## config.mk

```make
export PLATFORM = sky130hd
export DESIGN_NAME = return_stack
export DESIGN_NICKNAME = d
export VERILOG_FILES = /design/src/rtl/frontend_cfg_pkg.sv /design/src/rtl/return_stack.sv
export SDC_FILE = /design/constraint.sdc
export NUM_CORES = 1
export LEC_CHECK = 0
export ABC_AREA = 1
export BUFFER_PORTS_ARGS = -buffer_cell sky130_fd_sc_hd__buf_2
export CAP_MARGIN = 20
export CORE_ASPECT_RATIO = 0.9
export CORE_MARGIN = 2
export CORE_UTILIZATION = 50
export DETAILED_ROUTE_END_ITERATION = 6
export PLACE_DENSITY = 0.77
export SLEW_MARGIN = 0
export SYNTH_ARGS = -nofsm -noshare
export SYNTH_HDL_FRONTEND = slang
export SYNTH_SLANG_ARGS = --single-unit
```

## constraint.sdc

```tcl
create_clock -name clk -period 2.9 [get_ports clk]
set_input_delay 0.58 -clock clk [delete_from_list [all_inputs] [get_ports clk]]
set_output_delay 0.58 -clock clk [all_outputs]
set_load 0.03 [all_outputs]
```

## src/rtl/frontend_cfg_pkg.sv

```systemverilog
`default_nettype none

package frontend_cfg_pkg;

  // fetch address and global history
  typedef logic [31:0] addr_t;
  typedef logic [7:0]  ght_t;

  // one fetch block per cycle
  localparam int BLOCK_BYTES = 16;

  localparam int TB_SETS   = 16; // sets of two slots
  localparam int RAS_DEPTH = 8;

  // first fetch after reset
  localparam addr_t RESET_IP = 32'h0000_1000;

endpackage

`default_nettype wire

```

## src/rtl/return_stack.sv

```systemverilog
`default_nettype none

module return_stack (
  input  wire                            clk,
  input  wire                            rst,
  input  wire                            push,
  input  wire frontend_cfg_pkg::addr_t   push_addr,
  input  wire                            pop,
  output frontend_cfg_pkg::addr_t        top
);

  logic [$clog2(frontend_cfg_pkg::RAS_DEPTH)-1:0] ptr_q;   // next free entry
  logic [$clog2(frontend_cfg_pkg::RAS_DEPTH)-1:0] top_ptr;
  frontend_cfg_pkg::addr_t                        mem_q [frontend_cfg_pkg::RAS_DEPTH];

  assign top_ptr = ptr_q - 1'b1;
  assign top     = mem_q[top_ptr];

  // pointer wraps, so overflow lands on the oldest entry
  always_ff @(posedge clk) begin
    if (rst) begin
      ptr_q <= '0;
    end else if (push) begin
      ptr_q <= ptr_q + 1'b1;
    end else if (pop) begin
      ptr_q <= top_ptr;
    end
  end

  always_ff @(posedge clk) begin
    if (push) begin
      mem_q[ptr_q] <= push_addr;
    end
  end

endmodule

`default_nettype wire

```

# Yosys cells after proc, flatten, opt, wreduce, memory -nomap -nowiden
# Memory sizes are Yosys's and may differ from the RTL's.
# Index checks and enable logic that the tools add are counted.
op_classes:
  addsub: 2
  muxes: 4
  reduce_logical: 1
ops:
  columns: ["operator", "n"]
  rows:
  - ["two-way mux 3 bit", 2]
  - ["adder 3 x 1 -> 3 bit, second input constant", 1]
  - ["subtractor 3 x 1 -> 3 bit, second input constant", 1]
  - ["two-way mux 1 bit", 2]
  - ["nonzero test 2 bit", 1]
word_totals:
  regBits: 3
  ram_bits: 256
  input_bits: 36
  out_inout_bits: 32
  word_cells: 9
  memories: 1
mem_list:
  columns: ["name", "depth", "width", "rd", "rd_clocked_by_memory_dff", "write_ports", "line_no", "text"]
  rows:
  - ["mem_q", 8, 32, 1, 0, 1, "return_stack.sv:14", "frontend_cfg_pkg::addr_t mem_q [frontend_cfg_pkg::RAS_DEPTH];"]

# Longest topological paths before layout
logic_depth:
  depth_word: 3
  ltp_mapped: 12

# Worst setup path after synthesis
# Ideal clock, no wire load.
synth_path:
  path_kind: "reg2reg"
  start: "register ptr_q[0] (netlist name)"
  end: "memory mem_q[0][0] (netlist name), enable pin"
  setup_time_ps: 421
  t_arrival_ps: 2251
  required_ps: 2479
  path_slack_ps: 227
  stages_incl_launch_ff: 7
  period_less_slack_ps: 2673
  path_cell_list: "dfxtp_1 -> buf_4 -> inv_2 -> buf_6 -> buf_6 -> nand2_1 -> nor2_1"
synth_rtl:
  columns: ["item", "line_no", "text"]
  rows:
  - ["start: declaration", "return_stack.sv:12", "logic [$clog2(frontend_cfg_pkg::RAS_DEPTH)-1:0] ptr_q;"]
  - ["start signal: assignment", "return_stack.sv:24", "ptr_q <= ptr_q + 1'b1;"]
  - ["start signal: assignment", "return_stack.sv:26", "ptr_q <= top_ptr;"]
  - ["end: declaration", "return_stack.sv:14", null]
# No word-level cell before the write port.

# Worst setup path after layout
layout_path:
  start: "register ptr_q[1] (netlist name)"
  end: "output top[4]"
layout_between:
  elab_chain_len: 2
layout_lines:
  columns: ["item", "line_no", "text"]
  rows:
  - ["subtractor 3 x 1 -> 3 bit", "return_stack.sv:16", "assign top_ptr = ptr_q - 1'b1;"]
  - ["memory (8 x 32 bit)", null, null]
  - ["end: declaration", "return_stack.sv:9", "output frontend_cfg_pkg::addr_t top"]
# Every way passes these cells.

==> flow_summary.json <==
{
  "antenna_found_initial": 2,
  "antenna_left": 0,
  "grt_util_all_layers": 0.194,
  "cts_sinks": 259,
  "final_cell_mix": "nand2_1, inv_1, edfxtp_1",
  "slew_headroom": 0.540,
  "fp-row-count": 52,
  "drt-initial-drc-count": 724,
  "cts_tree": "yes",
  "io_buffers": 67,
  "synth_top_area_frac": 0.673,
  "fp.coreArea_um2": 22400,
  "drcViolationCount": 0,
  "clock.fmax_mhz": 356,
  "cp_max_fo": 21,
  "syn_avg_cell_area_um2": 9.92,
  "cts_buffers": 26,
  "critPathKind": "flip-flop to output pin",
  "dp_hpwl_um": 13200,
  "yosys-top-cells-area": "edfxtp_1, nand2_1, inv_1, nand3_1, buf_2",
  "setup_tns_ns": 0,
  "cpPeakStageDelay_ns": 0.39,
  "clkTransAtPathRegs_ns": 0.06,
  "post_drt_wl_per_cell_um": 15.2,
  "grt_overflow": 0,
  "initial_utilization": 0.509,
  "viasPerCell": 4.89,
  "p_int_mw": 6.77,
  "yosys_warnings": 0,
  "finalHoldViolCount": 0,
  "swShare": 0.270,
  "period_share": 0.968,
  "cts_hold_buf": 0,
  "p_switching_mw": 2.51,
  "seqCellArea_um2": 7750,
  "final_common_cell": "nand2_1",
  "power_frac_clock": 0.366,
  "drt_pass1_iterations": 5,
  "final_nets": 1265,
  "gp_congestion": 0.776,
  "crit_top_cell": "nand2_1",
  "netlist_area_um2": 11400,
  "grt_max_degree": 130,
  "multiInputGateArea_um2": 2430,
  "synth.distinct_cells": 16,
  "clk_latency_ns": 0.52,
  "htreeDepth": 1,
  "design.die.area_um2": 24100,
  "netlist_instances": 1151,
  "rsz0062_at_grt": "true",
  "fin_util": 0.588,
  "fin_area_um2": 13200,
  "crit_slowest_cell": "dfxtp_1",
  "seq_area_frac_synth": 0.678,
  "status": "finished, final reports clean",
  "worstPathCellList": "inv_1, ha_4, nand2_1, nand2_2, inv_6, buf_12, nand2_1, nand2_1, buf_2",
  "leakage_nw": 6.12,
  "ys_ff_latch": 259,
  "worstPathRequired_ns": 2.32,
  "cp-start-kind": "flip-flop",
  "p_seq_frac": 0.460,
  "die_h_um": 147,
  "grt_pass1_vias": 6766,
  "dpl-instance-area_um2": 12300,
  "skew_ns": 0.00611,
  "maxSlewViolCount": 0,
  "critPathTopFamily": "buffers and inverters",
  "n_fill_cell": 1818,
  "cts.path.max_buffers": 3,
  "vias": 7548,
  "grt_pass1_wl_um": 36300,
  "maxCapViolations": 0,
  "ioPinCount": 68,
  "pwr-share-comb": 0.174,
  "cp.arrival_ns": 2.23,
  "cp-end-kind": "output pin",
  "wl_um": 23500,
  "synth_area_leader_cell": "edfxtp_1",
  "hold_class": "input pin to flip-flop",
  "die_x_um": 163,
  "tightest_slew_ns": 0.691,
  "setup_viol": 0,
  "cts-root-buf": "clkbuf_16",
  "drive_gt1_frac": 0.123,
  "syn-num-nets": 1189,
  "peakVddDrop_mv": 0.462,
  "layout_min_cycle_time_ns": 2.81,
  "worst-path-buf-inv": 4,
  "area_growth_pct": 15.6,
  "power_density_nw_per_um2": 703
}
[worst reg2reg max path: cells and delay by family (launching register included)]
kind	cells	cell delay (ns)
buffers and inverters	2	0.70
flip-flops	1	0.36
AND/OR/NAND/NOR	2	0.81
[worst paths after layout]
kind	depth (start not counted)	slack, ns	to	from
max	9	0.09	top[4]	ptr_q[1]
min	1	0.32	mem_q[5][10]	push_addr[10]
max reg2reg	4	0.74	mem_q[1][1]	ptr_q[0]
min reg2reg	2	0.58	ptr_q[1]	ptr_q[1]
[power groups by stage]
stage | clock network, mW | logic, mW | registers [mW]
floorplan | 0 | 1.05 | 4.35
global placement | 0 | 1.55 | 4.34
detailed placement | 0 | 1.57 | 4.35
CTS | 3.45 | 1.59 | 4.27
global route | 3.58 | 1.75 | 4.27
finish | 3.40 | 1.61 | 4.27
[layer usage]
metal	part of all wire	wire length [um]	global-route usage	vias to the layer above
met5	0.00055	13	0	-
met4	0.019	450	0.0513	2
met3	0.067	1570	0.0320	40
met2	0.49	11400	0.322	256
met1	0.43	10100	0.269	3531
li1	-	-	-	3719
[per-stage QoR]
stage	total power [mW]	hold slack [ns]	setup WS, ns	cells
floorplan	5.40	0.530	0.227	1151
global placement	5.90	0.556	0.503	1494
detailed placement	5.92	0.562	0.471	1494
CTS	9.30	0.296	0.0121	1542
global route	9.61	0.312	-0.00517	1544
finish	9.28	0.318	0.0935	1545
[timing repair]
item,4_1_cts,5_1_grt
pin swaps,0,1
setup buffers,0,1
setup endpoints to repair,32,28
cloned,0,1
gates resized for setup,2,5
[cells in the mapped netlist]
master	count
a21oi_1	3
buf_2	33
buf_4	1
buf_6	12
clkbuf_1	3
dfxtp_1	3
edfxtp_1	256
ha_1	2
inv_1	263
inv_2	3
nand2_1	429
nand2_2	1
nand3_1	130
nor2_1	10
o211ai_1	1
o21ai_0	1
[state kept, by name, indices dropped and copies added, names as in the netlist]
name and cells:
ptr_q 3, mem_q 256
[area by class of cell]
class | instances | area share
tap | 297 | 0.0281
sequential | 259 | 0.587
clock inverter | 18 | 0.0146
antenna | 1 | 0.000190
clock buffer | 30 | 0.0520
multi-input combinational | 577 | 0.184
inverter | 266 | 0.0763
timing repair buffer | 97 | 0.0576
[kinds of logic after synthesis]
kind of cell,after synthesis,share of synthesized area
flip-flops,259,0.678
adder cells (fa/ha/maj),2,0.00219
AO/OA/AOI/OAI,5,0.00241
AND/OR/NAND/NOR,570,0.202
buffers and inverters,315,0.115
Power figures use the tool's default switching activity.
