[src/rtl/frontend_cfg_pkg.sv]
`default_nettype none

package frontend_cfg_pkg;

  // fetch address and global history
  typedef logic [31:0] addr_t;
  typedef logic [7:0]  ght_t;

  // one fetch block per cycle
  localparam int BLOCK_BYTES = 16;

  localparam int TB_SETS   = 16; // sets of two slots
  localparam int RAS_DEPTH = 8;

  // first fetch after reset
  localparam addr_t RESET_IP = 32'h0000_1000;

endpackage

`default_nettype wire

[src/rtl/branch_pkg.sv]
`default_nettype none

package branch_pkg;

  typedef logic [1:0] br_kind_t;

  localparam br_kind_t KIND_COND   = 2'd0;
  localparam br_kind_t KIND_UNCOND = 2'd1;
  localparam br_kind_t KIND_CALL   = 2'd2;
  localparam br_kind_t KIND_RET    = 2'd3;

  typedef logic [7:0]  pred_idx_t; // direction table index
  typedef logic [23:0] tb_tag_t;   // address bits 31..8

endpackage

`default_nettype wire

[src/rtl/fetch_ctrl.sv]
`default_nettype none

module fetch_ctrl (
  input  wire                            clk,
  input  wire                            rst,
  input  wire                            upd_en,
  input  wire                            upd_mispred,
  input  wire frontend_cfg_pkg::addr_t   upd_target,
  input  wire frontend_cfg_pkg::ght_t    upd_ght,
  input  wire                            hit0,
  input  wire                            hit1,
  input  wire branch_pkg::br_kind_t      kind0,
  input  wire branch_pkg::br_kind_t      kind1,
  input  wire frontend_cfg_pkg::addr_t   target0,
  input  wire frontend_cfg_pkg::addr_t   target1,
  input  wire                            pred_taken0,
  input  wire                            pred_taken1,
  input  wire frontend_cfg_pkg::addr_t   ras_top,
  output frontend_cfg_pkg::addr_t        fetch_ip,
  output frontend_cfg_pkg::ght_t         fetch_ght,
  output logic                           fetch_taken,
  output logic                           fetch_slot,
  output logic                           ras_push,
  output frontend_cfg_pkg::addr_t        ras_push_addr,
  output logic                           ras_pop
);

  logic                    take0;
  logic                    take1;
  logic                    redirect;
  branch_pkg::br_kind_t    win_kind;
  frontend_cfg_pkg::addr_t win_target;
  frontend_cfg_pkg::addr_t seq_ip;

  // conditional slots need the predictor, the rest always go
  assign take0 = hit0 && (kind0 != branch_pkg::KIND_COND || pred_taken0);
  assign take1 = hit1 && (kind1 != branch_pkg::KIND_COND || pred_taken1);

  assign fetch_taken = take0 || take1;
  assign fetch_slot  = !take0 && take1; // slot 0 has priority

  assign win_kind   = take0 ? kind0 : kind1;
  assign win_target = (win_kind == branch_pkg::KIND_RET) ? ras_top :
                      take0 ? target0 : target1;

  assign seq_ip   = fetch_ip + frontend_cfg_pkg::addr_t'(frontend_cfg_pkg::BLOCK_BYTES);
  assign redirect = upd_en && upd_mispred;

  // wrong-path fetch on a redirect, leave the stack alone
  assign ras_push      = fetch_taken && !redirect && win_kind == branch_pkg::KIND_CALL;
  assign ras_pop       = fetch_taken && !redirect && win_kind == branch_pkg::KIND_RET;
  assign ras_push_addr = seq_ip;

  always_ff @(posedge clk) begin
    if (rst) begin
      fetch_ip  <= frontend_cfg_pkg::RESET_IP;
      fetch_ght <= '0;
    end else if (redirect) begin
      fetch_ip  <= upd_target;
      fetch_ght <= upd_ght;
    end else if (fetch_taken) begin
      fetch_ip  <= win_target;
      fetch_ght <= {fetch_ght[$bits(fetch_ght)-2:0], 1'b1};
    end else begin
      fetch_ip <= seq_ip;
      if (hit0 || hit1) begin
        fetch_ght <= {fetch_ght[$bits(fetch_ght)-2:0], 1'b0}; // hit, not taken
      end
    end
  end

endmodule

`default_nettype wire

[config.mk]
export PLATFORM = sky130hd
export DESIGN_NAME = fetch_ctrl
export DESIGN_NICKNAME = d
export VERILOG_FILES = /design/src/rtl/frontend_cfg_pkg.sv /design/src/rtl/branch_pkg.sv /design/src/rtl/fetch_ctrl.sv
export SDC_FILE = /design/constraint.sdc
export NUM_CORES = 1
export LEC_CHECK = 0
export BUFFER_PORTS_ARGS = -buffer_cell sky130_fd_sc_hd__clkbuf_2
export CORE_ASPECT_RATIO = 1.1
export CORE_MARGIN = 2
export CORE_UTILIZATION = 41
export DETAILED_ROUTE_END_ITERATION = 8
export MAX_ROUTING_LAYER = met4
export PLACE_DENSITY = 0.81
export SYNTH_ARGS = -nofsm -noshare
export SYNTH_HDL_FRONTEND = slang
export SYNTH_SLANG_ARGS = --single-unit
[constraint.sdc]
create_clock -name clk -period 4.46 [get_ports clk]
set_input_delay 0.446 -clock clk [delete_from_list [all_inputs] [get_ports clk]]
set_output_delay 0.446 -clock clk [all_outputs]
set_load 0.005 [all_outputs]
==> After elaboration in Yosys (flattened, before gate mapping) <==
Index checks and enable logic that the tools add are counted.
W data, S select, Z words.
{ "classes": {"n_addsub": 1, "eq_ne": 2, "mux": 8, "n_reduce_logical": 16} }
{ "ops": {"columns": ["cell", "count"], "rows": [
  ["$mux W32", 4],
  ["$add A32 B5 Y32 const B", 1],
  ["$mux W8", 3],
  ["$logic_and A1 B1 Y1", 7],
  ["$eq A2 B2 Y1 const B", 2],
  ["$logic_or A1 B1 Y1", 4],
  ["$reduce_bool A2 Y1", 2],
  ["$reduce_bool A3 Y1", 1],
  ["$logic_not A1 Y1", 2],
  ["$mux W2", 1]
]} }
{ "totals": {"output_inout_bits": 76, "reg_bits": 40} }

==> Longest topological paths before layout <==
{ "logic_depth": {"depth_word": 8, "depth_mapped": 7, "ltp_nobuf": 6} }

==> Worst setup path after synthesis <==
OpenSTA, ideal clock, no wires.
{ "synth_path": {"kind": "register to output", "startpoint": "register fetch_ip[4]", "endpoint": "output port ras_push_addr[28]", "required_time_ns": 4.014, "path_stages_with_launch": 7, "path_slack_ns": 2.086, "arrival_time_ns": 1.928, "path_cell_list": "dfxtp_1 > ha_1 > nand4_1 > or4_4 > buf_6 > o31a_1 > or2_1"} }
{ "synth_between": {"elab_chain_cells": 1} }
{ "synth_rtl": {"columns": ["item", "line", "rtl"], "rows": [
  ["start, declared", "fetch_ctrl.sv:19", "output frontend_cfg_pkg::addr_t fetch_ip,"],
  ["start signal, assigned", "fetch_ctrl.sv:56", "fetch_ip <= frontend_cfg_pkg::RESET_IP;"],
  ["start signal, assigned", "fetch_ctrl.sv:59", "fetch_ip <= upd_target;"],
  ["start signal, assigned", "fetch_ctrl.sv:62", "fetch_ip <= win_target;"],
  ["$add A32 B5 Y32", "fetch_ctrl.sv:46", "assign seq_ip = fetch_ip + frontend_cfg_pkg::addr_t'(frontend_cfg_pkg::BLOCK_BYTES);"],
  ["end, declared", "fetch_ctrl.sv:24", "output frontend_cfg_pkg::addr_t ras_push_addr,"]
]} }
No other way between the ends.

==> Final worst setup path <==
Ends and elaborated chain as after synthesis.

==> run metrics <==
final cell utilization of the core 60.4%; number of slew-limit violations in the final report 0; synthesized flop and latch total 40; placement row count 32; FFs w/ async S/R, synth 0%; Routed WL per cell 16.1 um; worst reg-to-reg setup slack 2.28 ns; number of different library cells in the post-synthesis netlist 43; unrepaired setup endpoints after global routing false; leakage dissipation 0.00209 uW; synthesis warning total 0; Sink Count 40; clock tree skew after final layout 0.00306 ns; beginning of the worst register-to-register path fetch_ip[4]; number of I/O port buffers 223; number of standard cells in the final layout excluding fillers 709; ratio of final minimum period to clock period 64.8%; fin nets 773; Clock transition at path regs 0.08 ns; Via-to-Cell Ratio 5.66; violation count after the first detailed-routing iteration 275; top cells by area in the synthesized netlist sky130_fd_sc_hd__dfxtp_1, sky130_fd_sc_hd__nand2_1, sky130_fd_sc_hd__nand3_1; Setup TNS Final 0 ns; Max transition margin 34.7%; ratio of cells with drive above 1 in the final layout 39.9%; worst-path fanout max 10; number of global-route vias before repair 3,585; post-synthesis average cell area 7.05 sq um; CP startpoint fetch_ip[4]; number of top-level pins 224; result of the run finished, final reports clean; CP Data Arrival Time 2.44 ns; Inserted Diodes 0; clock latency of the later-clocked register in the worst-skew pair 0.30 ns; Horiz. Die Dim 85.6 um; placed insts 702; max-cap violations 0; Root Driver sky130_fd_sc_hd__clkbuf_8; Min Clock Period, post-route 2.89 ns; critical path capture point ras_push_addr[28]; areal power density over the cells 267 nW/um^2; Overflow after GRT 0; prevailing post-synth register cell sky130_fd_sc_hd__dfxtp_1; worst hold slack 0.382 ns; remaining design rule violation count 0; ANT nets after route 0; placed wire-length estimate after detailed placement 9180 um; Post-Synthesis Net Count 575; path type of the worst min-delay path in2reg; number of endpoints with negative hold slack in the final report 0; gate count of the mapped netlist 426; fraction of synthesized cell area taken by the top area cell type 26.7%; antenna violations before repair 0; type of the worst setup path reg2out; cells on worst reg2reg path 6; number of resized instances in the post-cts repair step 0; maximum number of pins on one net before global-route repair 44; overall track demand over capacity in global routing 27.7%; endpoint of the worst register-to-register path fetch_ip[28]; CP Launch Type flop; TritonCTS clock tree done; maximum vdd drop 0.000202 V; number of buffers on the longest clock path 2; area growth from synthesis to layout 41.9%; first-pass GRT wire length 17,200 um; overall die area 8020 sq um; data required time of the critical path 4.01 ns; Worst-Margin Slew 0.975 ns; Max Clk Rate 346 MHz; EDFF count, synth 0; startpoint of the most critical hold path upd_target[7]; router iterations before antenna repair 5; Via Count 4,014; final weighted congestion of routability-driven global placement 0.893; core region area 7050 sq um; # hold bufs at CTS 0; dominant cell by count in the synthesized netlist sky130_fd_sc_hd__nand2_1; share of synthesized area occupied by flip-flops and latches 26.7%; number of H-tree levels 2; list of most frequent post-synthesis cells sky130_fd_sc_hd__nand2_1, sky130_fd_sc_hd__nand3_1, sky130_fd_sc_hd__dfxtp_1; cell accounting for the most synthesized area sky130_fd_sc_hd__dfxtp_1; number of post-CTS setup repair buffers 0; total setup violations reported at the end of the flow 0; number of buffers created by CTS 5; starting density of the core 42.6%; final WL 11,400 um; element type at the critical path end output pin; netlist area before placement 3000 sq um; y dimension of the die 93.7 um
-- how the worst min path moves through the flow --
| stage | slack [ns] | endpoint | cells after the start |
|---|---|---|---|
| after floorplan | 0.49 | fetch_ght[1] | 2 |
| after global placement | 0.49 | fetch_ght[3] | 2 |
| after detailed placement | 0.50 | fetch_ght[7] | 2 |
| after CTS | 0.39 | fetch_ip[7] | 3 |
| after global routing | 0.39 | fetch_ght[3] | 3 |
| final | 0.38 | fetch_ip[7] | 3 |
-- worst max-delay path, cell delays in order, from the launching register on --
cell                       delay, ns
sky130_fd_sc_hd__dfxtp_1        0.42
sky130_fd_sc_hd__ha_1           0.24
sky130_fd_sc_hd__nand4_1        0.27
sky130_fd_sc_hd__or4_4          0.57
sky130_fd_sc_hd__o31a_1         0.31
sky130_fd_sc_hd__or2_1          0.22
sky130_fd_sc_hd__clkbuf_2       0.11
-- cell usage in the layout (no fill, tap or decap), drive strengths merged, types with 9 or more instances in the layout --
cell type  count
clkbuf       228
nand2         88
nand3         46
dfxtp         40
a22oi         29
a21oi         29
o211ai        21
nor2          15
o21a          14
xor2          11
xnor2          9
nor3           9
o21ai          9
nand4          9
-- per-layer routing --
metal	part of all wire (%)	routed length, um	GRT usage [%]	vias to the layer above
li1	-	-	-	1948
met1	42	4790	35.4	1814
met2	47	5360	45.2	226
met3	8.4	954	4.39	26
met4	2.8	317	8.47	0
met5	0	0	-	-
-- sequential cells by signal (all words and copies together) (netlist names) --
register,count
fetch_ip,32
fetch_ght,8
-- where the power goes --
group | switching (uW) | internal [uW]
clock network | 126 | 220
logic | 190 | 166
registers | 44.7 | 391
total | 360 | 777
-- cells by family after synthesis --
kind of cell / after synthesis / synth area share [%]
flip-flops: 40 / 26.7
XOR/XNOR: 20 / 5.84
multiplexers: 1 / 0.375
adder cells (fa/ha/maj): 1 / 0.417
AO/OA/AOI/OAI: 123 / 28.0
AND/OR/NAND/NOR: 197 / 32.3
buffers and inverters: 44 / 6.38
-- through the flow --
step,setup WS [ns],area (sq um),total power [uW]
after global routing,1.42,4260,1200
final,1.57,4260,1140
after CTS,1.57,4260,1130
after global placement,1.96,4130,789
after detailed placement,1.86,4130,796
after floorplan,2.09,3000,614
-- final cells by class --
type                            instances  area, sq um
Timing Repair Buffer                  228         1150
Inverter                                7         26.3
Sequential cell                        40          801
Clock inverter                          2         60.1
Tap cell                               85          106
Clock buffer                            5         68.8
Fill cell                             688         2790
Multi-Input combinational cell        342         2040
No activity file was read; power rests on OpenSTA's default activity.
